**config.mk**
```make
export PLATFORM = sky130hd
export DESIGN_NAME = mainControl_flat
export DESIGN_NICKNAME = d
export VERILOG_FILES = /design/src/hw/cpuArchPkg.sv /design/src/hw/rvIsaPkg.sv /design/src/hw/ctrlIf.sv /design/src/hw/mainControl.sv /design/src/flat_wrapper.sv
export SDC_FILE = /design/constraint.sdc
export NUM_CORES = 1
export LEC_CHECK = 0
export ABC_AREA = 1
export BUFFER_PORTS_ARGS = -buffer_cell sky130_fd_sc_hd__buf_4
export CORE_AREA = 10 10 47 49
export DETAILED_ROUTE_END_ITERATION = 8
export DIE_AREA = 0 0 57 59
export SLEW_MARGIN = 10
export SYNTH_ARGS = -nofsm -noshare
export SYNTH_HDL_FRONTEND = slang
export SYNTH_SLANG_ARGS = --single-unit
```
**constraint.sdc**
```tcl
create_clock -name vclk -period 1
set_input_delay 0.05 -clock vclk [all_inputs]
set_output_delay 0.05 -clock vclk [all_outputs]
set_load 0.01 [all_outputs]
```
**src/hw/cpuArchPkg.sv**
```systemverilog
package cpuArchPkg;

    // Internal memories, both word organised
    localparam int IMEM_DEPTH = 64;
    localparam int DMEM_DEPTH = 64;
    localparam int IMEM_AW    = $clog2(IMEM_DEPTH);
    localparam int DMEM_AW    = $clog2(DMEM_DEPTH);

    typedef enum logic [2:0] {
        aluAdd = 3'd0,
        aluSub = 3'd1,
        aluAnd = 3'd2,
        aluOr  = 3'd3,
        aluSlt = 3'd4  // Signed compare
    } aluOpE;

    // Immediate formats
    typedef enum logic [1:0] {
        immI = 2'd0,
        immS = 2'd1,
        immB = 2'd2
    } immSelE;

endpackage

```
**src/hw/rvIsaPkg.sv**
```systemverilog
package rvIsaPkg;

    localparam int XLEN       = 32;
    localparam int REG_ADDR_W = 5;
    localparam int OPCODE_W   = 7;
    localparam int FUNCT3_W   = 3;
    localparam int SUB_BIT    = 30; // funct7 bit 5

    // Major opcodes of the supported subset
    typedef enum logic [OPCODE_W-1:0] {
        opR      = 7'b0110011,
        opImm    = 7'b0010011,
        opLoad   = 7'b0000011,
        opStore  = 7'b0100011,
        opBranch = 7'b1100011
    } opcodeE;

    // lw/sw use the slt code (word) and beq uses the add/sub code
    typedef enum logic [FUNCT3_W-1:0] {
        f3AddSub = 3'b000,
        f3Slt    = 3'b010,
        f3Or     = 3'b110,
        f3And    = 3'b111
    } funct3E;

endpackage

```
**src/hw/ctrlIf.sv**
```systemverilog
`timescale 1ns/1ps

interface ctrlIf;
    import cpuArchPkg::*;

    logic   regWrite; // Register file write enable
    logic   aluSrc;   // Immediate as ALU operand B
    immSelE immSel;
    aluOpE  aluOp;
    logic   memWrite;
    logic   memToReg; // Write back the loaded word
    logic   branch;

    // Decoder side
    modport control (
        output regWrite, aluSrc, immSel, aluOp, memWrite, memToReg, branch
    );

    modport datapath (
        input regWrite, aluSrc, immSel, aluOp, memWrite, memToReg, branch
    );

endinterface

```
**src/hw/mainControl.sv**
```systemverilog
`timescale 1ns/1ps

module mainControl (
    input logic [rvIsaPkg::XLEN-1:0] inst,
    ctrlIf.control                   ctrl
);
    import rvIsaPkg::*;
    import cpuArchPkg::*;

    opcodeE opcode;
    funct3E funct3;
    logic   subFlag;
    aluOpE  rAluOp;

    assign opcode  = opcodeE'(inst[OPCODE_W-1:0]);
    assign funct3  = funct3E'(inst[14:12]);
    assign subFlag = inst[SUB_BIT];

    // ALU function of the R-type class
    always_comb begin
        case (funct3)
            f3AddSub: rAluOp = subFlag ? aluSub : aluAdd;
            f3Slt:    rAluOp = aluSlt;
            f3Or:     rAluOp = aluOr;
            f3And:    rAluOp = aluAnd;
            default:  rAluOp = aluAdd; // Other R functions not supported
        endcase
    end

    always_comb begin
        // Defaults double as the no-op decode
        ctrl.regWrite = 1'b0;
        ctrl.aluSrc   = 1'b0;
        ctrl.immSel   = immI;
        ctrl.aluOp    = aluAdd;
        ctrl.memWrite = 1'b0;
        ctrl.memToReg = 1'b0;
        ctrl.branch   = 1'b0;
        case (opcode)
            opR: begin
                ctrl.regWrite = 1'b1;
                ctrl.aluOp    = rAluOp;
            end
            opImm: begin // addi only
                ctrl.regWrite = 1'b1;
                ctrl.aluSrc   = 1'b1;
            end
            opLoad: begin
                ctrl.regWrite = 1'b1;
                ctrl.aluSrc   = 1'b1;
                ctrl.memToReg = 1'b1;
            end
            opStore: begin
                ctrl.aluSrc   = 1'b1;
                ctrl.immSel   = immS;
                ctrl.memWrite = 1'b1;
            end
            opBranch: begin
                ctrl.immSel = immB;
                ctrl.aluOp  = aluSub; // Equal operands give zero
                ctrl.branch = 1'b1;
            end
            default: begin
            end
        endcase
    end

    // A store never writes back and a write-back never stores
    always_comb begin
        assert final (!(ctrl.memWrite && ctrl.regWrite))
            else $error("mainControl: memWrite and regWrite both set, inst %h", inst);
    end

endmodule

```
**src/flat_wrapper.sv**
```systemverilog
// flat-port wrapper written by rule: the top's interface ports become plain ports
module mainControl_flat import rvIsaPkg::*; import cpuArchPkg::*;
  (inst, ctrl_regWrite, ctrl_aluSrc, ctrl_immSel, ctrl_aluOp, ctrl_memWrite, ctrl_memToReg, ctrl_branch);
  ctrlIf ctrl_i ();
  input logic [rvIsaPkg::XLEN-1:0] inst;
  output wire logic [$bits(ctrl_i.regWrite)-1:0] ctrl_regWrite;
  output wire logic [$bits(ctrl_i.aluSrc)-1:0] ctrl_aluSrc;
  output wire logic [$bits(ctrl_i.immSel)-1:0] ctrl_immSel;
  output wire logic [$bits(ctrl_i.aluOp)-1:0] ctrl_aluOp;
  output wire logic [$bits(ctrl_i.memWrite)-1:0] ctrl_memWrite;
  output wire logic [$bits(ctrl_i.memToReg)-1:0] ctrl_memToReg;
  output wire logic [$bits(ctrl_i.branch)-1:0] ctrl_branch;
  assign ctrl_regWrite = ctrl_i.regWrite;
  assign ctrl_aluSrc = ctrl_i.aluSrc;
  assign ctrl_immSel = ctrl_i.immSel;
  assign ctrl_aluOp = ctrl_i.aluOp;
  assign ctrl_memWrite = ctrl_i.memWrite;
  assign ctrl_memToReg = ctrl_i.memToReg;
  assign ctrl_branch = ctrl_i.branch;
  mainControl u_core (.inst(inst), .ctrl(ctrl_i));
endmodule
```
==> impl_metrics.tcl <==
set metrics [dict create \
    status "finished, final reports clean" \
    pwr-share-comb_pct 100.0 \
    final_nets 91 \
    holdPathStages 4 \
    critPathKind "in2out" \
    synth_nets 68 \
    min_period_ps 766.8 \
    p_leak_nw 0.2232 \
    place_ws_ps 210.6 \
    min-delay-start "inst[13]" \
    die_h_microns 59 \
    dr.pass1.iters 2 \
    overflow 0 \
    place_hpwl_microns 584.2 \
    grt_pass1_vias 262 \
    yosysTopAreaCell "nand2_1" \
    tightest_slew_ps 118.9 \
    rows 14 \
    sequentialPowerShare_pct 0 \
    netlist_area_sq_um 163.9 \
    p_sw_share_pct 44.27 \
    endpoint_kind "output pin" \
    start_kind "primary input" \
    drt_iter0_markers 2 \
    yosysUniqueCellTypes 9 \
    avgSynthCellArea_sq_um 4.553 \
    syn_inst 36 \
    finalSetupViolCount 0 \
    design.seq.count 0 \
    power.density_mw_per_mm2 217.5 \
    post_cts_buffers 0 \
    cp.required_ps 950 \
    maxCapViolations 0 \
    grt_max_degree 5 \
    fin_ws_ps 233.2 \
    synth_area_leaders "nand2_1 18%, nor2_1 18%, inv_1 16%" \
    area_delta_synth_final_pct 108.4 \
    fin_crit_sh_pct 76.68 \
    routabilityCongestion 0.7023 \
    synth_warnings 0 \
    placed_area_sq_um 341.6 \
    dp.cells 73 \
    die_area_sq_mm 0.003363 \
    p_int_mw 0.04139 \
    io_pins 42 \
    critical_path_arrival_ps 720 \
    drive_gt1_share_pct 52.63 \
    yosysTopAreaCellShare_pct 18.32 \
    diodes 0 \
    relSlewSlack_pct 92.06 \
    grt_pass1_wl_mm 1.062 \
    wl_per_cell_microns 8.315 \
    peakVddDrop_mv 0.07526 \
    grtUsageTotal_pct 3.502 \
    final_cells 73 \
    hold_path_class "in2out" \
    cp_max_fo 3 \
    fin_area_sq_um 341.6 \
    setup_tns_ps 0 \
    final_hold_viol_count 0 \
    core_sq_mm 0.001401 \
    die_x_microns 57 \
    cp-startpoint "inst[3]" \
    cts_hold_buf 0 \
    grt_antenna_before_repair 0 \
    fmax_ghz 1.304 \
    hold-path-endpoint "ctrl_aluOp[1]" \
    num_vias 265 \
    worst_hold_slack_ps 435.6 \
    ant_nets 0 \
    seqCellArea_sq_um 0 \
    place.port_buffers 21 \
    vias_per_cell 3.630 \
    fill_cells 166 \
    p_sw_mw 0.03288 \
    ys_seq_area_share_pct 0 \
    slew_violations 0 \
    drc 0 \
    rsz0062_at_grt "false" \
    drt_wl_total_microns 607 \
    cts_resized 0 \
    clkbuf_count 0 \
    clockPowerShare_pct 0 \
    synth_commonest_cells "8 x nand2_1, 8 x nor2_1, 7 x inv_1, 3 x inv_2, 3 x nand3_1" \
    start_util_pct 11.70 \
]
-- power by group through the flow --
stage	clock network (mW)	registers, mW	logic, mW
2_1_floorplan	0	0	0.0282
3_3_place_gp	0	0	0.0745
3_5_place_dp	0	0	0.0752
4_1_cts	0	0	0.0755
5_1_grt	0	0	0.0848
6_report	0	0	0.0743
-- how the worst max path moves through the flow --
stage,depth (start not counted),end
3_3_place_gp,7,ctrl_aluOp[1]
4_1_cts,7,ctrl_aluOp[1]
5_1_grt,7,ctrl_aluOp[1]
3_5_place_dp,7,ctrl_aluOp[1]
2_1_floorplan,5,ctrl_aluOp[1]
6_report,7,ctrl_aluOp[1]
-- metrics by stage --
stage	total power [mW]	utilization, %
final	0.07428	24.38
after global routing	0.08476	24.38
after CTS	0.07551	24.38
after detailed placement	0.07521	24.38
after global placement	0.07451	24.38
after floorplan	0.02820	-
-- placed cells by master (no fill, tap or decap), drive strengths merged --
cell   count
inv       10
buf       21
nand2     10
nor2      10
nand3      5
or2        1
-- critical path, cell delays in order --
cell and delay (ps):
buf_4 110, nor2_2 100, nand2_2 80, nor2_2 120, inv_2 50, nor2_1 80
buf_4 130
-- cell type report --
cell class / instances / area (sq um) / share of cell area (%)
Timing Repair Buffer: 21 / 157.7 / 46.15
Tap cell: 16 / 20.02 / 5.861
Inverter: 10 / 37.54 / 10.99
Multi-Input combinational cell: 26 / 126.4 / 37.00
-- layer usage --
metal	share of wire, %	track usage, %
met1	41	3.805
met2	45	6.512
met3	14	1.502
met4	0	0
met5	0	0
-- logic make-up after synthesis --
family | after synthesis | share of synthesized area [%]
buffers and inverters | 10 | 22.90
AND/OR/NAND/NOR | 26 | 77.10
Note: power is estimated with default switching activity, not from simulation.
