### config.mk
export PLATFORM = sky130hd
export DESIGN_NAME = execUnit_flat
export DESIGN_NICKNAME = d
export VERILOG_FILES = /design/src/hw/cpuArchPkg.sv /design/src/hw/rvIsaPkg.sv /design/src/hw/ctrlIf.sv /design/src/hw/execUnit.sv /design/src/flat_wrapper.sv
export SDC_FILE = /design/constraint.sdc
export NUM_CORES = 1
export LEC_CHECK = 0
export BUFFER_PORTS_ARGS = -buffer_cell sky130_fd_sc_hd__buf_2
export CAP_MARGIN = 20
export CORE_MARGIN = 3
export CORE_UTILIZATION = 60
export DETAILED_ROUTE_END_ITERATION = 16
export PLACE_DENSITY = 0.95
export SLEW_MARGIN = 20
export SYNTH_ARGS = -nofsm -noshare
export SYNTH_HDL_FRONTEND = slang
export SYNTH_SLANG_ARGS = --single-unit
### constraint.sdc
create_clock -name vclk -period 19
set_clock_uncertainty 0.2 [all_clocks]
set_input_delay 3.8 -clock vclk [all_inputs]
set_output_delay 3.8 -clock vclk [all_outputs]
set_load 0.01 [all_outputs]
### src/hw/cpuArchPkg.sv
package cpuArchPkg;

    // Internal memories, both word organised
    localparam int IMEM_DEPTH = 64;
    localparam int DMEM_DEPTH = 64;
    localparam int IMEM_AW    = $clog2(IMEM_DEPTH);
    localparam int DMEM_AW    = $clog2(DMEM_DEPTH);

    typedef enum logic [2:0] {
        aluAdd = 3'd0,
        aluSub = 3'd1,
        aluAnd = 3'd2,
        aluOr  = 3'd3,
        aluSlt = 3'd4  // Signed compare
    } aluOpE;

    // Immediate formats
    typedef enum logic [1:0] {
        immI = 2'd0,
        immS = 2'd1,
        immB = 2'd2
    } immSelE;

endpackage

### src/hw/rvIsaPkg.sv
package rvIsaPkg;

    localparam int XLEN       = 32;
    localparam int REG_ADDR_W = 5;
    localparam int OPCODE_W   = 7;
    localparam int FUNCT3_W   = 3;
    localparam int SUB_BIT    = 30; // funct7 bit 5

    // Major opcodes of the supported subset
    typedef enum logic [OPCODE_W-1:0] {
        opR      = 7'b0110011,
        opImm    = 7'b0010011,
        opLoad   = 7'b0000011,
        opStore  = 7'b0100011,
        opBranch = 7'b1100011
    } opcodeE;

    // lw/sw use the slt code (word) and beq uses the add/sub code
    typedef enum logic [FUNCT3_W-1:0] {
        f3AddSub = 3'b000,
        f3Slt    = 3'b010,
        f3Or     = 3'b110,
        f3And    = 3'b111
    } funct3E;

endpackage

### src/hw/ctrlIf.sv
`timescale 1ns/1ps

interface ctrlIf;
    import cpuArchPkg::*;

    logic   regWrite; // Register file write enable
    logic   aluSrc;   // Immediate as ALU operand B
    immSelE immSel;
    aluOpE  aluOp;
    logic   memWrite;
    logic   memToReg; // Write back the loaded word
    logic   branch;

    // Decoder side
    modport control (
        output regWrite, aluSrc, immSel, aluOp, memWrite, memToReg, branch
    );

    modport datapath (
        input regWrite, aluSrc, immSel, aluOp, memWrite, memToReg, branch
    );

endinterface

### src/hw/execUnit.sv
`timescale 1ns/1ps

module execUnit (
    input  logic [rvIsaPkg::XLEN-1:0] inst,
    input  logic [rvIsaPkg::XLEN-1:0] rdata1,
    input  logic [rvIsaPkg::XLEN-1:0] rdata2,
    ctrlIf.datapath                   ctrl,
    output logic [rvIsaPkg::XLEN-1:0] imm,
    output logic [rvIsaPkg::XLEN-1:0] aluResult,
    output logic                      zero
);
    import rvIsaPkg::*;
    import cpuArchPkg::*;

    logic [XLEN-1:0] immIVal;
    logic [XLEN-1:0] immSVal;
    logic [XLEN-1:0] immBVal;
    logic [XLEN-1:0] operandB;

    // Sign-extended immediates, one per format
    assign immIVal = {{20{inst[31]}}, inst[31:20]};
    assign immSVal = {{20{inst[31]}}, inst[31:25], inst[11:7]};
    assign immBVal = {{19{inst[31]}}, inst[31], inst[7], inst[30:25], inst[11:8], 1'b0};

    always_comb begin
        case (ctrl.immSel)
            immI:    imm = immIVal;
            immS:    imm = immSVal;
            immB:    imm = immBVal; // Byte offset
            default: imm = immIVal;
        endcase
    end

    assign operandB = ctrl.aluSrc ? imm : rdata2;

    always_comb begin
        case (ctrl.aluOp)
            aluAdd: aluResult = rdata1 + operandB;
            aluSub: aluResult = rdata1 - operandB;
            aluAnd: aluResult = rdata1 & operandB;
            aluOr:  aluResult = rdata1 | operandB;
            aluSlt: begin
                aluResult = {{(XLEN-1){1'b0}}, $signed(rdata1) < $signed(operandB)};
            end
            default: aluResult = rdata1 + operandB;
        endcase
    end

    assign zero = (aluResult == '0); // Used by beq

endmodule

### src/flat_wrapper.sv
// flat-port wrapper written by rule: the top's interface ports become plain ports
module execUnit_flat import rvIsaPkg::*; import cpuArchPkg::*;
  (inst, rdata1, rdata2, imm, aluResult, zero, ctrl_regWrite, ctrl_aluSrc, ctrl_immSel, ctrl_aluOp, ctrl_memWrite, ctrl_memToReg, ctrl_branch);
  ctrlIf ctrl_i ();
  input  logic [rvIsaPkg::XLEN-1:0] inst;
  input  logic [rvIsaPkg::XLEN-1:0] rdata1;
  input  logic [rvIsaPkg::XLEN-1:0] rdata2;
  output logic [rvIsaPkg::XLEN-1:0] imm;
  output logic [rvIsaPkg::XLEN-1:0] aluResult;
  output logic zero;
  input wire logic [$bits(ctrl_i.regWrite)-1:0] ctrl_regWrite;
  input wire logic [$bits(ctrl_i.aluSrc)-1:0] ctrl_aluSrc;
  input wire logic [$bits(ctrl_i.immSel)-1:0] ctrl_immSel;
  input wire logic [$bits(ctrl_i.aluOp)-1:0] ctrl_aluOp;
  input wire logic [$bits(ctrl_i.memWrite)-1:0] ctrl_memWrite;
  input wire logic [$bits(ctrl_i.memToReg)-1:0] ctrl_memToReg;
  input wire logic [$bits(ctrl_i.branch)-1:0] ctrl_branch;
  assign ctrl_i.regWrite = ctrl_regWrite;
  assign ctrl_i.aluSrc = ctrl_aluSrc;
  assign ctrl_i.immSel = ctrl_immSel;
  assign ctrl_i.aluOp = ctrl_aluOp;
  assign ctrl_i.memWrite = ctrl_memWrite;
  assign ctrl_i.memToReg = ctrl_memToReg;
  assign ctrl_i.branch = ctrl_branch;
  execUnit u_core (.inst(inst), .rdata1(rdata1), .rdata2(rdata2), .ctrl(ctrl_i), .imm(imm), .aluResult(aluResult), .zero(zero));
endmodule
==> results by group <==
Run status
  • Status: finished clean

STA
  • Final WS setup: ~5.6 ns
  • Final Hold Fails: 0
  • Setup violators final: 0
  • Fmax: 74.8 MHz
  • TNS Setup: 0 ns
  • Crit path time final: 13.36 ns
  • RSZ-0062 raised after global routing: false
  • Measured slew at the worst slew-check pin: roughly 1.1 ns
  • Slew headroom: between 20% and 30%
  • Pins over their slew limit: 0
  • Hold Slack: between 7 and 8 ns
  • Fin crit share: 70.3%

Floorplanning
  • Die H: 107 um
  • Core area: 9860 sq um
  • Initial Util: 62.5%
  • Row cnt: 36
  • Horiz. Die Dim: 107 um
  • I/O Pins: 171
  • Die area: 11500 sq um

Pwr
  • PwrDens: 40.6 nW/um^2
  • LEAKAGE: 3.42 nW
  • Worst vdd ir: 0.0200 mV

Placement
  • Pre-CTS setup slack: 5.73 ns
  • DP Wirelength: roughly 16 mm
  • IO buf count: 152
  • Placed Area: 6750 sq um
  • Placer Congestion: between 1 and 1.5

Worst setup path
  • Buffers and inverters on the worst path: 3
  • Critical Path RT: 15.00 ns
  • Critical Path Fanout Max: 20
  • Crit Path Class: input port to primary output
  • CP peak stage delay: around 0.97 ns
  • Worst path top cell family by delay: compound AO/OA/AOI/OAI gates
  • Crit. End Element: primary output
  • Slowest CP cell: a2111oi_0
  • Crit-path cells: buf_2 > and2_1 > a21oi_1 > ha_1 > inv_1 > a21oi_1 > o2111ai_1 > a2111oi_0 > o21bai_1 > nand4_1 > mux2i_1 > a211o_1 > or4b_2 > nor4_1 > and4bb_1 > buf_2
  • Crit path launch type: input port
  • Worst Path Arrival: 9.36 ns

Worst hold path
  • Worst hold path depth: 2
  • Hold_sp: inst[28]
  • Hold crit path type: input port to primary output
  • WHS Endpoint: imm[8]

Route
  • Antenna-violating nets left: 0
  • Iter 0 DRT Violations: 1000
  • Vias: 7480
  • Pre-Repair DR Iteration Count: 6
  • Routed len/inst: approximately 17 um
  • Post-Route WL: 20.2 mm
  • Vias/cell: 6.48
  • DRC: 0

Layout
  • Post-layout util: 68.5%
  • Nets: 1238
  • Sequential cells: 0
  • Synth-to-layout area growth: 9.56%
  • Seq. cell area: 0 sq um
  • Fin area: 6760 sq um
  • Clk_buf instances: 0
  • Layout cells sized above 1: between 10% and 20%

Synthesis
  • Mapped Cells: 937
  • Seq/Total Area, Yosys: 0%
  • Cell Area, Synth: 6170 sq um
  • Synth Warn #: 0
  • Avg Inst Size Synth: ~6.6 sq um
  • Synth Net Count: 1153
  • Cell variety after synth: 81
  • Synth area leader: ha_1
  • Synth area leaders: ha_1 22%, a21oi_1 8.8%, inv_1 6.5%
  • Post-synth top area share: 21.9%

GRT
  • Grt total ovfl: 0
  • Largest net degree at the start of global routing: 57
  • Vias in the first global route: 6661
  • Total Routing Usage GR: between 30% and 40%
  • First-pass GRT wire length: around 32 mm
  • Initial antenna violation count: 1

Clock tree
  • Hold-fix buffers, CTS: 0
  • Post-CTS setup buffers: 0
  • PostCTS Resize Cnt: 0

Run
  • Max-cap violations: 0
[cell usage in the layout (no fill, tap or decap), types with 10 or more instances in the layout]
cell	n
o211ai_1	15
a21o_1	17
nor2b_1	16
xnor2_1	16
nor3_1	21
nand2b_1	12
nor4_1	10
a211oi_1	10
nand2_1	53
ha_1	108
a31oi_1	10
mux2i_1	20
a21oi_1	108
nor2_1	77
buf_2	152
nand3_1	16
o21ai_0	63
nand4_1	10
inv_1	106
[kinds of logic (layout without fill, tap and decap cells)]
kind of cell,after synthesis,after routing,synth area share [%]
AND/OR/NAND/NOR,269,269,22.2
AO/OA/AOI/OAI,331,331,35.4
other,0,1,0
adder cells (fa/ha/maj),111,111,22.7
buffers and inverters,183,266,12.9
XOR/XNOR,21,21,3.23
multiplexers,22,22,3.61
[routing by layer]
metal	part of all wire, %	global-route usage, %	wire (um)
met1	39	42.8	7950
met2	44	54.3	8870
met3	12	3.78	2390
met4	4.8	13.1	968
met5	0	0	0
[synth_stat cells, types with 17 or more instances]
| cell | number |
|---|---|
| a21o_1 | 17 |
| a21oi_1 | 108 |
| buf_4 | 26 |
| clkbuf_1 | 43 |
| ha_1 | 108 |
| inv_1 | 106 |
| mux2i_1 | 20 |
| nand2_1 | 53 |
| nor2_1 | 77 |
| nor3_1 | 21 |
| o21ai_0 | 63 |
[worst max path at each step]
stage / start / endpoint / slack (ns) / depth (start not counted)
2_1_floorplan: ctrl_immSel[0] / zero / 6.40 / 19
3_3_place_gp: ctrl_immSel[0] / zero / 5.77 / 20
6_report: ctrl_aluSrc / zero / 5.64 / 16
3_5_place_dp: ctrl_immSel[0] / zero / 5.73 / 20
4_1_cts: ctrl_immSel[0] / zero / 5.71 / 20
5_1_grt: ctrl_immSel[0] / zero / 5.31 / 21
[power breakdown]
part | switching (mW) | internal [mW]
Clock | 0 | 0.00000000705
Combinational | 0.170 | 0.104
Sequential | 0 | 0
Total | 0.170 | 0.104
[per-stage QoR]
stage / cells / power [mW]
after floorplan: 937 / 0.190
final: 1154 / 0.274
after CTS: 1153 / 0.266
after detailed placement: 1153 / 0.264
after global routing: 1154 / 0.298
after global placement: 1153 / 0.259
[final cells by class]
cell class,instances,area (sq um)
Antenna cell,1,2.50
Fill cell,916,3110
Inverter,107,402
Multi-Input combinational cell,754,5370
Tap cell,133,166
Timing Repair Buffer,159,813
(Power assumes the default switching activity.)
