--- config.mk ---
export PLATFORM = sky130hd
export DESIGN_NAME = dataMem_flat
export DESIGN_NICKNAME = d
export VERILOG_FILES = /design/src/hw/cpuArchPkg.sv /design/src/hw/rvIsaPkg.sv /design/src/hw/ctrlIf.sv /design/src/hw/dataMem.sv /design/src/flat_wrapper.sv
export SDC_FILE = /design/constraint.sdc
export NUM_CORES = 2
export LEC_CHECK = 0
export ABC_AREA = 1
export BUFFER_PORTS_ARGS = -buffer_cell sky130_fd_sc_hd__buf_2
export CAP_MARGIN = 15
export CORE_UTILIZATION = 55
export CTS_BUF_LIST = sky130_fd_sc_hd__clkbuf_8 sky130_fd_sc_hd__clkbuf_16
export CTS_CLUSTER_DIAMETER = 120
export CTS_CLUSTER_SIZE = 40
export DETAILED_ROUTE_END_ITERATION = 7
export GPL_ROUTABILITY_DRIVEN = 0
export GPL_TIMING_DRIVEN = 0
export PLACE_DENSITY = 0.72
export SLEW_MARGIN = 20
export SYNTH_ARGS = -nofsm -noshare
export SYNTH_HDL_FRONTEND = slang
export SYNTH_SLANG_ARGS = --single-unit
--- constraint.sdc ---
create_clock -name CLK -period 7.37 [get_ports CLK]
set_input_delay 1.474 -clock CLK [delete_from_list [all_inputs] [get_ports CLK]]
set_output_delay 1.474 -clock CLK [all_outputs]
set_load 0.03 [all_outputs]
--- src/hw/cpuArchPkg.sv ---
package cpuArchPkg;

    // Internal memories, both word organised
    localparam int IMEM_DEPTH = 64;
    localparam int DMEM_DEPTH = 64;
    localparam int IMEM_AW    = $clog2(IMEM_DEPTH);
    localparam int DMEM_AW    = $clog2(DMEM_DEPTH);

    typedef enum logic [2:0] {
        aluAdd = 3'd0,
        aluSub = 3'd1,
        aluAnd = 3'd2,
        aluOr  = 3'd3,
        aluSlt = 3'd4  // Signed compare
    } aluOpE;

    // Immediate formats
    typedef enum logic [1:0] {
        immI = 2'd0,
        immS = 2'd1,
        immB = 2'd2
    } immSelE;

endpackage

--- src/hw/rvIsaPkg.sv ---
package rvIsaPkg;

    localparam int XLEN       = 32;
    localparam int REG_ADDR_W = 5;
    localparam int OPCODE_W   = 7;
    localparam int FUNCT3_W   = 3;
    localparam int SUB_BIT    = 30; // funct7 bit 5

    // Major opcodes of the supported subset
    typedef enum logic [OPCODE_W-1:0] {
        opR      = 7'b0110011,
        opImm    = 7'b0010011,
        opLoad   = 7'b0000011,
        opStore  = 7'b0100011,
        opBranch = 7'b1100011
    } opcodeE;

    // lw/sw use the slt code (word) and beq uses the add/sub code
    typedef enum logic [FUNCT3_W-1:0] {
        f3AddSub = 3'b000,
        f3Slt    = 3'b010,
        f3Or     = 3'b110,
        f3And    = 3'b111
    } funct3E;

endpackage

--- src/hw/ctrlIf.sv ---
`timescale 1ns/1ps

interface ctrlIf;
    import cpuArchPkg::*;

    logic   regWrite; // Register file write enable
    logic   aluSrc;   // Immediate as ALU operand B
    immSelE immSel;
    aluOpE  aluOp;
    logic   memWrite;
    logic   memToReg; // Write back the loaded word
    logic   branch;

    // Decoder side
    modport control (
        output regWrite, aluSrc, immSel, aluOp, memWrite, memToReg, branch
    );

    modport datapath (
        input regWrite, aluSrc, immSel, aluOp, memWrite, memToReg, branch
    );

endinterface

--- src/hw/dataMem.sv ---
`timescale 1ns/1ps

module dataMem (
    input  logic                      CLK,
    input  logic                      run,
    input  logic [rvIsaPkg::XLEN-1:0] addr,
    input  logic [rvIsaPkg::XLEN-1:0] wdata,
    ctrlIf.datapath                   ctrl,
    output logic [rvIsaPkg::XLEN-1:0] rdata,
    output logic [rvIsaPkg::XLEN-1:0] wbData
);
    import rvIsaPkg::*;
    import cpuArchPkg::*;

    // Starts out cleared, so unwritten words load as zero
    logic [XLEN-1:0]    mem [DMEM_DEPTH] = '{default: '0};
    logic [DMEM_AW-1:0] wordIdx;

    assign wordIdx = addr[DMEM_AW+1:2]; // Byte address to word, wraps

    always_ff @(posedge CLK) begin
        if (run && ctrl.memWrite) begin
            mem[wordIdx] <= wdata;
        end
    end

    assign rdata = mem[wordIdx];

    // Write-back select, loaded word or ALU result
    assign wbData = ctrl.memToReg ? rdata : addr;

endmodule

--- src/flat_wrapper.sv ---
// flat-port wrapper written by rule: the top's interface ports become plain ports
module dataMem_flat import rvIsaPkg::*; import cpuArchPkg::*;
  (CLK, run, addr, wdata, rdata, wbData, ctrl_regWrite, ctrl_aluSrc, ctrl_immSel, ctrl_aluOp, ctrl_memWrite, ctrl_memToReg, ctrl_branch);
  ctrlIf ctrl_i ();
  input  logic CLK;
  input  logic run;
  input  logic [rvIsaPkg::XLEN-1:0] addr;
  input  logic [rvIsaPkg::XLEN-1:0] wdata;
  output logic [rvIsaPkg::XLEN-1:0] rdata;
  output logic [rvIsaPkg::XLEN-1:0] wbData;
  input wire logic [$bits(ctrl_i.regWrite)-1:0] ctrl_regWrite;
  input wire logic [$bits(ctrl_i.aluSrc)-1:0] ctrl_aluSrc;
  input wire logic [$bits(ctrl_i.immSel)-1:0] ctrl_immSel;
  input wire logic [$bits(ctrl_i.aluOp)-1:0] ctrl_aluOp;
  input wire logic [$bits(ctrl_i.memWrite)-1:0] ctrl_memWrite;
  input wire logic [$bits(ctrl_i.memToReg)-1:0] ctrl_memToReg;
  input wire logic [$bits(ctrl_i.branch)-1:0] ctrl_branch;
  assign ctrl_i.regWrite = ctrl_regWrite;
  assign ctrl_i.aluSrc = ctrl_aluSrc;
  assign ctrl_i.immSel = ctrl_immSel;
  assign ctrl_i.aluOp = ctrl_aluOp;
  assign ctrl_i.memWrite = ctrl_memWrite;
  assign ctrl_i.memToReg = ctrl_memToReg;
  assign ctrl_i.branch = ctrl_branch;
  dataMem u_core (.CLK(CLK), .run(run), .addr(addr), .wdata(wdata), .ctrl(ctrl_i), .rdata(rdata), .wbData(wbData));
endmodule
==> summary.md <==
| Metric | Value |
|---|---|
| Status | complete, but fails checks |
| Failing checks | DRC |
| CTS root buffer | clkbuf_16 |
| Die H | approximately 400 um |
| Slowest cell delay on critical path | approximately 0.62 ns |
| Hold_ws | 1.03 ns |
| Final WL | 265000 um |
| Worst Setup End Kind | primary output |
| Clk pwr share | 0.242 |
| Yosys top cell by area | edfxtp_1 |
| Min cycle time layout | between 6 and 7 ns |
| Total Routing Usage GR | 0.329 |
| Sequential share of power | 0.658 |
| Htree depth | 2 |
| Drt initial violations | roughly 10000 |
| Routed WL per cell | ~24 um |
| Ports | between 100 and 150 |
| Clk pin slew, worst setup/hold paths | roughly 0.14 ns |
| First-pass GRT wire length | 375000 um |
| Die width | between 300 and 400 um |
| Core Area | around 160000 um2 |
| Max_cap viols | 0 |
| Mean Syn Cell Area | between 10 and 15 um2 |
| Seq/Total Area, Yosys | 0.710 |
| Most frequent cells in the layout | nand2_1, edfxtp_1, buf_2 |
| Max_slew headroom | 0.195 |
| Most frequent CP cell | nand2_1 |
| YS warnings | 0 |
| Hold-critical path depth | 1 |
| Layout cells sized above 1 | 0.0730 |
| CTS max path bufs | 3 |
| Clock sink total | ~2000 |
| Post-synth net total | 8588 |
| Vias per cell | ~5.7 |
| Worst VDD drop | between 200 and 250 uV |
| Final setup viols | 0 |
| DRT antenna net count | 0 |
| Hold buffers post-CTS | 0 |
| Final nets | ~9000 |
| CTS Buf Count | 57 |
| Area grow syn2layout | 9.07% |
| Grt total ovfl | 0 |
| Number of fill cells | ~12000 |
| PostCTS Resize Cnt | 0 |
| Drt pass-1 iters | 8 |
| Worst path required time | around 5.9 ns |
| FF/Latch Area | a little over 60000 um2 |
| Post-synth top area share | 0.710 |
| Synth top area cells | edfxtp_1, nand2_1, buf_2 |
| WP data arrival | approximately 5.0 ns |
| Number of flip-flops in the largest register | around 2000 |
| NetSw | ~4800 uW |
| Initial Utilization | 0.554 |
| DRC Markers | 3 |
| Synth Register Bits | 2048 |
| Final Hold Viols | 0 |
| Largest net degree at the start of global routing | 65 |
| TritonCTS clock tree | done |
| Final period util | 0.872 |
| Util after Layout | 0.605 |
| RSZ-0062 raised after global routing | false |
| Setup Fix Bufs, Post-CTS | 0 |
| Finished Cell Area | between 90000 and 100000 um2 |
| Initial antenna violation count | 12 |
| Net Sw Frac | 0.246 |
| Setup crit start kind | primary input |
| Commonest non-fill, non-tap cell in the layout | nand2_1 |
| Port Buffer Count | between 100 and 150 |
| Largest registers | u_core.mem (2048) |
| Area of the multi-input gates | around 23000 um2 |
| Crit-path max FO | 10 |
| Die area | about 160000 um2 |
| Via count | slightly above 60000 |
| Pleak | between 0.03 and 0.04 uW |
| CP cell instances | buf_2, clkinv_2, buf_2, clkbuf_1, nand2_1, nand2_1, nand2_1, nand2_1, nand2_1, nand2_1, nor2_1, nand2_1, nand2_1, nand2_1, buf_2 |
| DP HPWL | ~190000 um |
| Worst Hold Path EP | u_core.mem[32][28] |
| Row Count | around 150 |
| Cell area after placement | approximately 93000 um2 |
| Vias in the first global route | 56440 |
| Max-slew violations | 0 |
| Mapped Cells | roughly 8500 |
| Critical hold path startpoint | wdata[28] |
| WS Path Type | primary input to primary output |
| Power per Cell Area | ~210 nW/um2 |
| Worst setup margin | 0.942 ns |
| Fmax | between 150 and 200 MHz |
| Reg with most FFs | u_core.mem |
| Cell area after synthesis | between 80000 and 90000 um2 |
| Cell variety after synth | 22 |
| Setup WS pre-CTS | between 1 and 1.5 ns |
| Int Power | roughly 15000 uW |
| Worst-Margin Slew | approximately 1.2 ns |
| Combinational share of power | 0.100 |
| Hold Crit Class | primary input to flop |
| Max stage delay cell, worst path | buf_2 |
## per-layer routing
metal  vias to the layer above  routed length, um  part of all wire  global-route usage
li1                      27885                  -                 -                   -
met1                     29036              97100              0.37               0.438
met2                      4124             115000              0.43               0.493
met3                       728              35700              0.13              0.0926
met4                        10              17300             0.065               0.175
met5                         -                 93           0.00035                   0
## power by group through the flow
stage / Combinational, uW / Sequential, uW / Clock (uW)
floorplan: 957 / 13100 / 0
detailed placement: 1880 / 13100 / 0
CTS: 1880 / 12800 / 4700
global placement: 1780 / 13100 / 0
finish: 1960 / 12900 / 4730
global route: 2070 / 12900 / 5020
## stage by stage
step	TNS (ns)	cells	total power [uW]
final	0	10883	19500
after floorplan	0	8512	14100
after detailed placement	0	10812	15000
after CTS	0	10874	19400
after global placement	-111.80	10697	14900
after global routing	0	10876	20000
## critical path: cells and delay by family
family                 cells  cell delay [ns]
buffers and inverters      5             1.83
and+or+nand+nor           10             1.57
## Yosys cell counts
library cell	number
buf_4	69
nor3_1	3
nand2_1	5825
nand4_1	2
clkbuf_1	116
buf_2	146
or2_0	1
nor4_1	2
buf_1	60
o21ai_0	1
o21ai_1	6
edfxtp_1	2048
buf_8	2
o211ai_1	5
nor2_1	137
inv_2	6
nor3_2	5
clkinv_2	1
buf_6	35
inv_1	24
or2_2	5
nand3_1	13
## layout make-up
| class | count | area share |
|---|---|---|
| multi-input combinational | 6005 | 0.245 |
| timing repair buffer | 242 | 0.0343 |
| clock inverter | 3 | 0.000530 |
| sequential | 2048 | 0.651 |
| tap | 2058 | 0.0273 |
| antenna | 9 | 0.000238 |
| clock buffer | 59 | 0.0156 |
| inverter | 31 | 0.00125 |
| buffer | 428 | 0.0248 |
## how the worst max path moves through the flow
stage / from / to / slack [ns] / cells past startpoint
4_1_cts: addr[3] / wbData[20] / 1.23 / 15
3_5_place_dp: addr[3] / wbData[20] / 1.22 / 15
5_1_grt: addr[3] / wbData[27] / 0.87 / 15
6_report: addr[3] / wbData[18] / 0.94 / 15
3_3_place_gp: addr[5] / u_core.mem[41][11] / -1.77 / 6
2_1_floorplan: addr[3] / u_core.mem[40][0] / 1.56 / 5
## cell families (layout without fill, tap and decap cells)
kind of cell           after synthesis  count (layout)  synth area share
AO/OA/AOI/OAI                       12              12          0.000838
other                                0               9                 0
buffers and inverters              459             763            0.0283
AND/OR/NAND/NOR                   5993            5993             0.261
flip-flops                        2048            2048             0.710
Note: power is estimated with default switching activity, not from simulation.
