### src/hw/cpuArchPkg.sv
package cpuArchPkg;

    // Internal memories, both word organised
    localparam int IMEM_DEPTH = 64;
    localparam int DMEM_DEPTH = 64;
    localparam int IMEM_AW    = $clog2(IMEM_DEPTH);
    localparam int DMEM_AW    = $clog2(DMEM_DEPTH);

    typedef enum logic [2:0] {
        aluAdd = 3'd0,
        aluSub = 3'd1,
        aluAnd = 3'd2,
        aluOr  = 3'd3,
        aluSlt = 3'd4  // Signed compare
    } aluOpE;

    // Immediate formats
    typedef enum logic [1:0] {
        immI = 2'd0,
        immS = 2'd1,
        immB = 2'd2
    } immSelE;

endpackage

### src/hw/rvIsaPkg.sv
package rvIsaPkg;

    localparam int XLEN       = 32;
    localparam int REG_ADDR_W = 5;
    localparam int OPCODE_W   = 7;
    localparam int FUNCT3_W   = 3;
    localparam int SUB_BIT    = 30; // funct7 bit 5

    // Major opcodes of the supported subset
    typedef enum logic [OPCODE_W-1:0] {
        opR      = 7'b0110011,
        opImm    = 7'b0010011,
        opLoad   = 7'b0000011,
        opStore  = 7'b0100011,
        opBranch = 7'b1100011
    } opcodeE;

    // lw/sw use the slt code (word) and beq uses the add/sub code
    typedef enum logic [FUNCT3_W-1:0] {
        f3AddSub = 3'b000,
        f3Slt    = 3'b010,
        f3Or     = 3'b110,
        f3And    = 3'b111
    } funct3E;

endpackage

### src/hw/ctrlIf.sv
`timescale 1ns/1ps

interface ctrlIf;
    import cpuArchPkg::*;

    logic   regWrite; // Register file write enable
    logic   aluSrc;   // Immediate as ALU operand B
    immSelE immSel;
    aluOpE  aluOp;
    logic   memWrite;
    logic   memToReg; // Write back the loaded word
    logic   branch;

    // Decoder side
    modport control (
        output regWrite, aluSrc, immSel, aluOp, memWrite, memToReg, branch
    );

    modport datapath (
        input regWrite, aluSrc, immSel, aluOp, memWrite, memToReg, branch
    );

endinterface

### src/hw/regFile.sv
`timescale 1ns/1ps

module regFile (
    input  logic                              CLK,
    input  logic                              reset,
    input  logic                              run,
    input  logic [rvIsaPkg::REG_ADDR_W-1:0]   rs1,
    input  logic [rvIsaPkg::REG_ADDR_W-1:0]   rs2,
    input  logic [rvIsaPkg::REG_ADDR_W-1:0]   rd,
    input  logic [rvIsaPkg::XLEN-1:0]         wdata,
    ctrlIf.datapath                           ctrl,
    output logic [rvIsaPkg::XLEN-1:0]         rdata1,
    output logic [rvIsaPkg::XLEN-1:0]         rdata2
);
    import rvIsaPkg::*;

    logic [XLEN-1:0] regs [2**REG_ADDR_W];

    always_ff @(posedge CLK) begin
        if (reset) begin
            for (int i = 0; i < 2**REG_ADDR_W; i++) begin
                regs[i] <= '0;
            end
        end else if (run && ctrl.regWrite && rd != '0) begin
            regs[rd] <= wdata; // x0 is skipped
        end
    end

    // Combinational read ports
    assign rdata1 = regs[rs1];
    assign rdata2 = regs[rs2];

    // x0 holds zero from reset on, whatever the write traffic
    assert property (@(posedge CLK) disable iff (reset) regs[0] == '0)
        else $error("regFile: x0 holds %h", regs[0]);

endmodule

### src/flat_wrapper.sv
// flat-port wrapper written by rule: the top's interface ports become plain ports
module regFile_flat import rvIsaPkg::*;
  (CLK, reset, run, rs1, rs2, rd, wdata, rdata1, rdata2, ctrl_regWrite, ctrl_aluSrc, ctrl_immSel, ctrl_aluOp, ctrl_memWrite, ctrl_memToReg, ctrl_branch);
  ctrlIf ctrl_i ();
  input  logic CLK;
  input  logic reset;
  input  logic run;
  input  logic [rvIsaPkg::REG_ADDR_W-1:0] rs1;
  input  logic [rvIsaPkg::REG_ADDR_W-1:0] rs2;
  input  logic [rvIsaPkg::REG_ADDR_W-1:0] rd;
  input  logic [rvIsaPkg::XLEN-1:0] wdata;
  output logic [rvIsaPkg::XLEN-1:0] rdata1;
  output logic [rvIsaPkg::XLEN-1:0] rdata2;
  input wire logic [$bits(ctrl_i.regWrite)-1:0] ctrl_regWrite;
  input wire logic [$bits(ctrl_i.aluSrc)-1:0] ctrl_aluSrc;
  input wire logic [$bits(ctrl_i.immSel)-1:0] ctrl_immSel;
  input wire logic [$bits(ctrl_i.aluOp)-1:0] ctrl_aluOp;
  input wire logic [$bits(ctrl_i.memWrite)-1:0] ctrl_memWrite;
  input wire logic [$bits(ctrl_i.memToReg)-1:0] ctrl_memToReg;
  input wire logic [$bits(ctrl_i.branch)-1:0] ctrl_branch;
  assign ctrl_i.regWrite = ctrl_regWrite;
  assign ctrl_i.aluSrc = ctrl_aluSrc;
  assign ctrl_i.immSel = ctrl_immSel;
  assign ctrl_i.aluOp = ctrl_aluOp;
  assign ctrl_i.memWrite = ctrl_memWrite;
  assign ctrl_i.memToReg = ctrl_memToReg;
  assign ctrl_i.branch = ctrl_branch;
  regFile u_core (.CLK(CLK), .reset(reset), .run(run), .rs1(rs1), .rs2(rs2), .rd(rd), .wdata(wdata), .ctrl(ctrl_i), .rdata1(rdata1), .rdata2(rdata2));
endmodule
### config.mk
export PLATFORM = sky130hd
export DESIGN_NAME = regFile_flat
export DESIGN_NICKNAME = d
export VERILOG_FILES = /design/src/hw/cpuArchPkg.sv /design/src/hw/rvIsaPkg.sv /design/src/hw/ctrlIf.sv /design/src/hw/regFile.sv /design/src/flat_wrapper.sv
export SDC_FILE = /design/constraint.sdc
export NUM_CORES = 2
export LEC_CHECK = 0
export BUFFER_PORTS_ARGS = -buffer_cell sky130_fd_sc_hd__buf_2
export CAP_MARGIN = 25
export CORE_MARGIN = 2
export CORE_UTILIZATION = 57
export DETAILED_ROUTE_END_ITERATION = 10
export MAX_ROUTING_LAYER = met4
export PLACE_DENSITY = 0.76
export SYNTH_ARGS = -nofsm -noshare
export SYNTH_HDL_FRONTEND = slang
export SYNTH_SLANG_ARGS = --single-unit
### constraint.sdc
create_clock -name CLK -period 1.98 [get_ports CLK]
set_input_delay 0.396 -clock CLK [delete_from_list [all_inputs] [get_ports CLK]]
set_output_delay 0.396 -clock CLK [all_outputs]
set_load 0.02 [all_outputs]
==> results by group <==
Layout
  • Max reg flops: 1024
  • Final Core Density: 0.711
  • Area grow syn2layout: 23.4%
  • Nets: 4997
  • Most frequent cells in the layout: 1024 x edfxtp_1, 1006 x mux2i_1, 992 x and2_1
  • Share of cells above drive strength 1: 0.215
  • Fill cells: 6340
  • Biggest regs: u_core.regs x1024
  • Biggest register: u_core.regs
  • Leading cell type in the layout, fill and taps excluded: edfxtp_1

Power
  • Pleak: 0.0275 uW
  • Max IR drop VDD: 0.768 mV
  • Pwr Density: 785 nW/um^2
  • Final Power: 54100 uW

Setup path
  • Maximum fanout along the worst path: 2
  • CP endpoint: rdata2[0]
  • Crit. Startpoint: u_core.regs[0][0]
  • CP Class: flop to primary output
  • Arr. time, crit path: 2.23 ns
  • CP startpoint kind: flop
  • Crit end category: primary output
  • Critical Path RT: 1.58 ns

Timing
  • Final Hold Violating Endpoints: 0
  • Final setup violation count: 64
  • Final setup margin: -0.645 ns
  • Tcrit/Tclk final: 1.33
  • Slew margin rel.: 0.489
  • Unrepaired setup endpoints after global routing: true
  • Worst Tran Pin Value: 0.767 ns
  • Slew Viols, Final: 0
  • Fin crit period: 2.62 ns
  • Highest clock rate: 381 MHz

Floorplanning
  • Total core area: 97000 um^2
  • Number of core rows: 114
  • Die span in y: 317 um
  • Die area: 101000 um^2
  • Top Ports: 124
  • Initial Util: 0.576
  • Chip width: 317 um

Drt
  • Via density: 6.63
  • DRC viols: 0
  • Routed len/inst: 29.4 um
  • Antenna Violating Nets Remaining: 0
  • Via count: 41822
  • DRT iter0 DRCs: 5685
  • Total wire length: 185000 um
  • DR pass1 iterations: 6

Synth
  • Post-synthesis adder-cell area fraction: 0
  • Distinct cells, synth: 28
  • Seq/Total Area, Yosys: 0.550
  • Primary FF master, synth: edfxtp_1
  • Flop and latch count out of synthesis: 1024
  • Compound-Gate Fraction of Synth Area: 0.0702
  • Avg Inst Size Synth: 12.1 um^2
  • Syn Std Cell Area: 55900 um^2
  • Simple-Gate Fraction of Synth Area: 0.158
  • Post-synthesis cell count: 4608
  • Synth Area in XOR/XNOR: 0
  • Mux cell area share after synthesis: 0.183
  • Main combinational cell family by area after synthesis: multiplexers
  • Synth async-reset ratio: 0
  • Yosys warns: 0
  • Post-synth EDFFs: 1024

Clock tree
  • CTS H-tree lvls: 3
  • Num CTS Buffers: 105
  • Clk sinks: 1024
  • Clk slew on worst S/H paths: 0.06 ns
  • CTS tree: yes
  • CTS root buf: clkbuf_16
  • Clk buf depth: 3

Global routing
  • Largest net degree at the start of global routing: 51
  • Total GRT Usage: 0.372
  • Initial antenna violation count: 12
  • First-pass GRT wire length: 267000 um
  • Gr ovfl total: 0
  • Vias in the first global route: 40869

Placed design
  • Port bufs: 114
  • DP Wirelength: 117000 um
  • Gp weighted congestion: 0.975

Min path
  • Hold path depth: 2
  • Hold crit path type: primary input to flop

Job
  • Number of max-cap violations: 0

Run status
  • Status: complete, but fails checks
  • Failing checks: negative setup slack
## Yosys cell counts, drive strengths merged, types with 64 or more instances
| master | count | area, um^2 |
|---|---|---|
| a21oi | 192 | 961 |
| nand3 | 195 | 988 |
| a22o | 128 | 1120 |
| nand2 | 197 | 739 |
| mux2i | 1024 | 10200 |
| clkbuf | 264 | 1020 |
| edfxtp | 1024 | 30700 |
| nor3 | 74 | 433 |
| and2 | 994 | 6220 |
| a22oi | 192 | 1440 |
| buf | 184 | 1140 |
| a31oi | 64 | 400 |
## report_power, final
part | internal, uW | total, uW | switching [uW] | leakage (uW)
logic | 3580 | 8500 | 4920 | 0.0161
clock network | 11500 | 19900 | 8480 | 0.00165
registers | 25000 | 25700 | 685 | 0.00974
## kinds of logic (layout without fill, tap and decap cells)
group | count (synthesis) | after routing
buffers and inverters | 448 | 833
muxes | 1024 | 1024
AOI/OAI and AO/OA | 576 | 576
DFF | 1024 | 1024
and+or+nand+nor | 1535 | 1535
other | 1 | 41
## metal layers
layer / vias to the layer above / wire length, um / global-route usage
met5: - / 0 / -
met4: 0 / 7430 / 0.149
met3: 569 / 23800 / 0.0773
met2: 3109 / 85000 / 0.562
met1: 20612 / 69200 / 0.493
li1: 17532 / - / -
## area by class of cell
| type | instances | area [um^2] | area share |
|---|---|---|---|
| flip-flops and latches | 1024 | 30700 | 0.446 |
| multi-input cells | 3167 | 25300 | 0.367 |
| repair buffers | 639 | 7880 | 0.114 |
| clock buffers | 135 | 2830 | 0.0410 |
| well taps | 1276 | 1600 | 0.0231 |
| clock inverters | 59 | 568 | 0.00824 |
| diodes | 9 | 22.5 | 0.000327 |
## through the flow
step | cell area [um^2] | hold WS, ns | TNS [ns] | setup slack, ns | instances
after floorplan | 56100 | 0.594 | -1.42 | -0.0289 | 4639
after global placement | 62700 | 1.05 | -51.38 | -0.775 | 6109
after detailed placement | 62700 | 1.06 | -56.67 | -0.815 | 6109
after CTS | 68100 | 0.344 | -34.24 | -0.679 | 6283
after global routing | 69000 | 0.392 | -36.12 | -0.686 | 6306
final | 69000 | 0.379 | -32.69 | -0.645 | 6309
## worst min-delay path by stage
| stage | from | endpoint | slack [ns] |
|---|---|---|---|
| 6_report | wdata[16] | u_core.regs[28][16] | 0.38 |
| 5_1_grt | wdata[11] | u_core.regs[29][11] | 0.39 |
| 4_1_cts | wdata[11] | u_core.regs[29][11] | 0.34 |
| 3_5_place_dp | wdata[11] | u_core.regs[29][11] | 1.06 |
| 3_3_place_gp | wdata[16] | u_core.regs[30][16] | 1.05 |
| 2_1_floorplan | wdata[31] | u_core.regs[1][31] | 0.59 |
## critical path, cell delays in order, from the launching register on
cell and delay (ns):
edfxtp_1 0.37, mux2i_1 0.09, a22o_1 0.24, nor3_2 0.36
a31oi_1 0.09, buf_4 0.18, nand3_4 0.09, buf_6 0.13
## repair_timing
item                                    in CTS  in global routing
endpoints found under the setup margin      64                 64
resized for setup                          376                116
cloned                                       6                  5
pin swaps                                  105                 89
hold buffers                                 0                  0
buffers inserted                            13                 35
Power figures use the tool's default switching activity.
