$ cat src/hw/cpuArchPkg.sv
package cpuArchPkg;

    // Internal memories, both word organised
    localparam int IMEM_DEPTH = 64;
    localparam int DMEM_DEPTH = 64;
    localparam int IMEM_AW    = $clog2(IMEM_DEPTH);
    localparam int DMEM_AW    = $clog2(DMEM_DEPTH);

    typedef enum logic [2:0] {
        aluAdd = 3'd0,
        aluSub = 3'd1,
        aluAnd = 3'd2,
        aluOr  = 3'd3,
        aluSlt = 3'd4  // Signed compare
    } aluOpE;

    // Immediate formats
    typedef enum logic [1:0] {
        immI = 2'd0,
        immS = 2'd1,
        immB = 2'd2
    } immSelE;

endpackage

$ cat src/hw/rvIsaPkg.sv
package rvIsaPkg;

    localparam int XLEN       = 32;
    localparam int REG_ADDR_W = 5;
    localparam int OPCODE_W   = 7;
    localparam int FUNCT3_W   = 3;
    localparam int SUB_BIT    = 30; // funct7 bit 5

    // Major opcodes of the supported subset
    typedef enum logic [OPCODE_W-1:0] {
        opR      = 7'b0110011,
        opImm    = 7'b0010011,
        opLoad   = 7'b0000011,
        opStore  = 7'b0100011,
        opBranch = 7'b1100011
    } opcodeE;

    // lw/sw use the slt code (word) and beq uses the add/sub code
    typedef enum logic [FUNCT3_W-1:0] {
        f3AddSub = 3'b000,
        f3Slt    = 3'b010,
        f3Or     = 3'b110,
        f3And    = 3'b111
    } funct3E;

endpackage

$ cat src/hw/ctrlIf.sv
`timescale 1ns/1ps

interface ctrlIf;
    import cpuArchPkg::*;

    logic   regWrite; // Register file write enable
    logic   aluSrc;   // Immediate as ALU operand B
    immSelE immSel;
    aluOpE  aluOp;
    logic   memWrite;
    logic   memToReg; // Write back the loaded word
    logic   branch;

    // Decoder side
    modport control (
        output regWrite, aluSrc, immSel, aluOp, memWrite, memToReg, branch
    );

    modport datapath (
        input regWrite, aluSrc, immSel, aluOp, memWrite, memToReg, branch
    );

endinterface

$ cat src/hw/fetchUnit.sv
`timescale 1ns/1ps

module fetchUnit (
    input  logic                           CLK,
    input  logic                           reset,
    input  logic                           run,
    input  logic                           imemWe,
    input  logic [cpuArchPkg::IMEM_AW-1:0] imemAddr,
    input  logic [rvIsaPkg::XLEN-1:0]      imemData,
    input  logic                           zero,
    input  logic [rvIsaPkg::XLEN-1:0]      imm,
    ctrlIf.datapath                        ctrl,
    output logic [rvIsaPkg::XLEN-1:0]      pc,
    output logic [rvIsaPkg::XLEN-1:0]      inst
);
    import rvIsaPkg::*;
    import cpuArchPkg::*;

    logic [XLEN-1:0] imem [IMEM_DEPTH];
    logic [XLEN-1:0] pcPlus4;
    logic [XLEN-1:0] branchTarget;
    logic            takeBranch;
    logic [XLEN-1:0] nextPc;

    assign pcPlus4      = pc + XLEN'(4);
    assign branchTarget = pc + imm;  // B immediate is already in bytes
    assign takeBranch   = ctrl.branch && zero;
    assign nextPc       = takeBranch ? branchTarget : pcPlus4;

    always_ff @(posedge CLK) begin
        if (reset) begin
            pc <= '0;
        end else if (run) begin
            pc <= nextPc;
        end
    end

    // Load port works only with the core stopped
    always_ff @(posedge CLK) begin
        if (imemWe && !run) begin
            imem[imemAddr] <= imemData;
        end
    end

    assign inst = imem[pc[IMEM_AW+1:2]]; // Word index, wraps at 64 words

    // Sequential and branch updates keep the PC word aligned
    assert property (@(posedge CLK) disable iff (reset) pc[1:0] == 2'b00)
        else $error("fetchUnit: misaligned PC %h", pc);

endmodule

$ cat src/flat_wrapper.sv
// flat-port wrapper written by rule: the top's interface ports become plain ports
module fetchUnit_flat import rvIsaPkg::*; import cpuArchPkg::*;
  (CLK, reset, run, imemWe, imemAddr, imemData, zero, imm, pc, inst, ctrl_regWrite, ctrl_aluSrc, ctrl_immSel, ctrl_aluOp, ctrl_memWrite, ctrl_memToReg, ctrl_branch);
  ctrlIf ctrl_i ();
  input  logic CLK;
  input  logic reset;
  input  logic run;
  input  logic imemWe;
  input  logic [cpuArchPkg::IMEM_AW-1:0] imemAddr;
  input  logic [rvIsaPkg::XLEN-1:0] imemData;
  input  logic zero;
  input  logic [rvIsaPkg::XLEN-1:0] imm;
  output logic [rvIsaPkg::XLEN-1:0] pc;
  output logic [rvIsaPkg::XLEN-1:0] inst;
  input wire logic [$bits(ctrl_i.regWrite)-1:0] ctrl_regWrite;
  input wire logic [$bits(ctrl_i.aluSrc)-1:0] ctrl_aluSrc;
  input wire logic [$bits(ctrl_i.immSel)-1:0] ctrl_immSel;
  input wire logic [$bits(ctrl_i.aluOp)-1:0] ctrl_aluOp;
  input wire logic [$bits(ctrl_i.memWrite)-1:0] ctrl_memWrite;
  input wire logic [$bits(ctrl_i.memToReg)-1:0] ctrl_memToReg;
  input wire logic [$bits(ctrl_i.branch)-1:0] ctrl_branch;
  assign ctrl_i.regWrite = ctrl_regWrite;
  assign ctrl_i.aluSrc = ctrl_aluSrc;
  assign ctrl_i.immSel = ctrl_immSel;
  assign ctrl_i.aluOp = ctrl_aluOp;
  assign ctrl_i.memWrite = ctrl_memWrite;
  assign ctrl_i.memToReg = ctrl_memToReg;
  assign ctrl_i.branch = ctrl_branch;
  fetchUnit u_core (.CLK(CLK), .reset(reset), .run(run), .imemWe(imemWe), .imemAddr(imemAddr), .imemData(imemData), .zero(zero), .imm(imm), .ctrl(ctrl_i), .pc(pc), .inst(inst));
endmodule
$ cat config.mk
export PLATFORM = sky130hd
export DESIGN_NAME = fetchUnit_flat
export DESIGN_NICKNAME = d
export VERILOG_FILES = /design/src/hw/cpuArchPkg.sv /design/src/hw/rvIsaPkg.sv /design/src/hw/ctrlIf.sv /design/src/hw/fetchUnit.sv /design/src/flat_wrapper.sv
export SDC_FILE = /design/constraint.sdc
export NUM_CORES = 2
export LEC_CHECK = 0
export ABC_AREA = 1
export BUFFER_PORTS_ARGS = -buffer_cell sky130_fd_sc_hd__buf_2
export CAP_MARGIN = 20
export CORE_MARGIN = 10
export CORE_UTILIZATION = 30
export CTS_BUF_LIST = sky130_fd_sc_hd__clkbuf_16
export DETAILED_ROUTE_END_ITERATION = 16
export SLEW_MARGIN = 10
export SYNTH_ARGS = -nofsm -noshare
export SYNTH_HDL_FRONTEND = slang
export SYNTH_SLANG_ARGS = --single-unit
export TNS_END_PERCENT = 5
$ cat constraint.sdc
create_clock -name CLK -period 6.31 [get_ports CLK]
set_clock_uncertainty 0.05 [all_clocks]
set_input_delay 1.262 -clock CLK [delete_from_list [all_inputs] [get_ports CLK]]
set_output_delay 1.262 -clock CLK [all_outputs]
set_load 0.03 [all_outputs]
==> flow_summary_export.csv <==
group,metric,value,unit
cts,cts_buffers,202,
drt,wl,249,mm
global_routing,globalRouteTotalUtil,0.157,
critical_path,path_max_fanout,62,
critical_path,critPathArrivalTime,4.44,ns
logic_synthesis,synth_top_family_by_area,"compound AO/OA/AOI/OAI gates",
run,drv_cap,0,
global_routing,antenna_found_initial,16,
drt,dr.pass1.iters,8,
critical_path,crit_path_start_kind,"flip-flop",
sta,drv_slew,0,
cts,clk_pin_slew_worst_paths,0.06,ns
floorplanning,core_area,0.282,sq mm
critical_path,required,5.00,ns
cts,cts.path.max_buffers,3,
critical_path,crit_path_cell_trace,"buf_4 -> buf_4 -> o21ai_0 -> o22ai_1 -> nand2_1 -> nand3_1 -> nand3_1 -> a21oi_1 -> or2_1 -> buf_2",
finish,final_cells,10876,
finish,final_layout_size_suffix_gt1_frac,0.0975,
placement,dpl.hpwl,136,mm
logic_synthesis,synth_fa_ha_area_frac,0.00496,
cts,cts_resized,0,
finish,area_growth,14.3,%
cts,ctsHoldBuffers,0,
placement,place_inst,10481,
outcome,status,"finished, final reports clean",
floorplanning,initial_core_util,0.301,
logic_synthesis,ys.flop_type,"edfxtp_1",
worst_hold_path,hold_class,"reg2reg",
logic_synthesis,syn_avg_cell_area,12.3,sq um
pwr,cellPowerDensity,312,mW/mm^2
finish,design_area,0.0969,sq mm
critical_path,path_depth,10,
critical_path,slowest_stage,"dfxtp_4",
logic_synthesis,synth_compound_area_frac,0.115,
floorplanning,num_io_pins,149,
finish,final_cell_mix,"edfxtp_1, nor2_1, o21ai_0",
logic_synthesis,syn-cell-area,0.0848,sq mm
global_routing,grt.overflow.total,0,
cts,post_cts_buffers,0,
sta,rsz0062_at_grt,"no",
critical_path,r2r_start,"u_core.pc[0]",
cts,cts_tree,"built",
logic_synthesis,post_synth_xor_area_fraction,0.00145,
logic_synthesis,synth_mux_area_frac,0,
worst_hold_path,hp-start,"u_core.pc[0]",
finish,final_common_cell,"edfxtp_1",
sta,final-setup-viol-count,0,
sta,finalSetupTns,0,ns
global_routing,grt_pass1_wl,362,mm
critical_path,critical_path_class,"reg2out",
critical_path,setup.worst_path.end_class,"output port",
sta,clock.fmax,174,MHz
drt,vias,56637,
critical_path,path_buf_inv,3,
logic_synthesis,ys_ff_latch,2086,
logic_synthesis,seq_area_frac_synth,0.734,
finish,nNetsFinal,7070,
cts,root_buffer,"clkbuf_16",
drt,first_iter_violations,6084,
worst_hold_path,min_delay_path_depth,2,
sta,post-route-period-util,0.912,
logic_synthesis,synthSimpleGateAreaFrac,0.113,
pwr,p_leak,31.8,nW
placement,place.gp.congestion,0.853,
critical_path,slowest_delay,0.88,ns
pwr,total_power,30.2,mW
logic_synthesis,synth_edf_count,2048,
global_routing,grt_pass1_vias,54389,
global_routing,grt_start_max_net_pins,181,
logic_synthesis,async_flop_share,0,
cts,clk-insertion-delay-late,0.83,ns
pwr,ir_drop,0.213,mV
cts,ctsHtreeMaxLevel,4,
sta,min_period,5.75,ns
sta,tightest_slew,1.13,ns
logic_synthesis,synth.distinct_cells,45,
drt,via_per_inst,5.21,
logic_synthesis,syn_nets,7002,
critical_path,ff2ff_path_depth,12,
critical_path,critPathTopFamily,"buffers and inverters",
sta,max_slew_margin,0.243,
drt,drc,0,
logic_synthesis,syn_inst,6884,
floorplanning,die_y,552,microns
floorplanning,dieArea,0.304,sq mm
logic_synthesis,yosysWarnings,0,
drt,ant_nets,0,
cts,cts_sinks,2086,
drt,wire_per_inst,22.9,microns
placement,place_area,0.0902,sq mm
floorplanning,rows,195,
sta,hold_violations,0,
floorplanning,die_w,552,microns
placement,port_buffers,139,
metrics by stage:
step / setup slack (ns) / hold WS, ns / utilization
6_report: 0.557 / 0.447 / 0.344
3_5_place_dp: 1.48 / 0.445 / 0.320
3_3_place_gp: 1.43 / 0.417 / 0.320
4_1_cts: 0.531 / 0.453 / 0.343
2_1_floorplan: 0.722 / 0.554 / -
5_1_grt: 0.377 / 0.484 / 0.344
state kept, by name, summed over array words and instances, names as in the netlist, named ones only:
signal	cells
u_core.imem	2048
u_core.pc	32
worst paths after layout:
check / to / slack [ns]
max: inst[14] / 0.56
min: u_core.pc[0] / 0.45
max reg2reg: u_core.pc[22] / 3.70
min reg2reg: u_core.pc[0] / 0.45
cells in the mapped netlist (all sizes together), types with 9 or more instances:
master  instances  area (sq um)
nand3         385          1930
ha             32           400
nor4            9          56.3
a21oi         134           671
dfxtp          38           761
or2            31           194
nand4          16           100
buf           199          1240
inv           111           422
a31oi           9          56.3
xor2           11          96.3
edfxtp       2048         61500
nor2         1187          4460
clkbuf        263           988
o22ai         521          3260
nand2         714          2680
nor3           17          85.1
o211ai         10          90.1
o21ai        1120          5620
layout make-up:
cell class | instances | area, sq um
Inverter | 112 | 467
Tap cell | 3743 | 4680
Clock buffer | 209 | 5230
Antenna cell | 5 | 12.5
Fill cell | 27075 | 185000
Timing Repair Buffer | 326 | 2550
Sequential cell | 2086 | 62300
Multi-Input combinational cell | 4224 | 20400
Clock inverter | 171 | 1320
tightest hold or removal path: cells and delay by family, from the launching register on:
kind	cells	cell delay [ns]
flip-flops	1	0.32
AO/OA/AOI/OAI	1	0.06
AND/OR/NAND/NOR	1	0.06
report_power, final:
group          total [mW]  internal, mW  leakage, nW  switching, mW
clock network        11.9          6.69         3.37           5.20
registers            15.4          15.3         18.7         0.0961
logic                2.98         0.795         9.67           2.18
layer usage:
metal,track usage,vias up,wire (microns)
met5,0,-,57
li1,-,25428,-
met3,0.0264,420,19600
met1,0.203,28326,99700
met2,0.262,2455,119000
met4,0.0611,8,9630
kinds of logic (layout without fill, tap and decap cells):
family | after synthesis | after routing
AO/OA/AOI/OAI | 1807 | 1807
XOR/XNOR | 14 | 14
adder cells (fa/ha/maj) | 33 | 33
buffers and inverters | 574 | 818
flip-flops | 2086 | 2086
other | 0 | 5
AND/OR/NAND/NOR | 2370 | 2370
(Power assumes the default switching activity.)
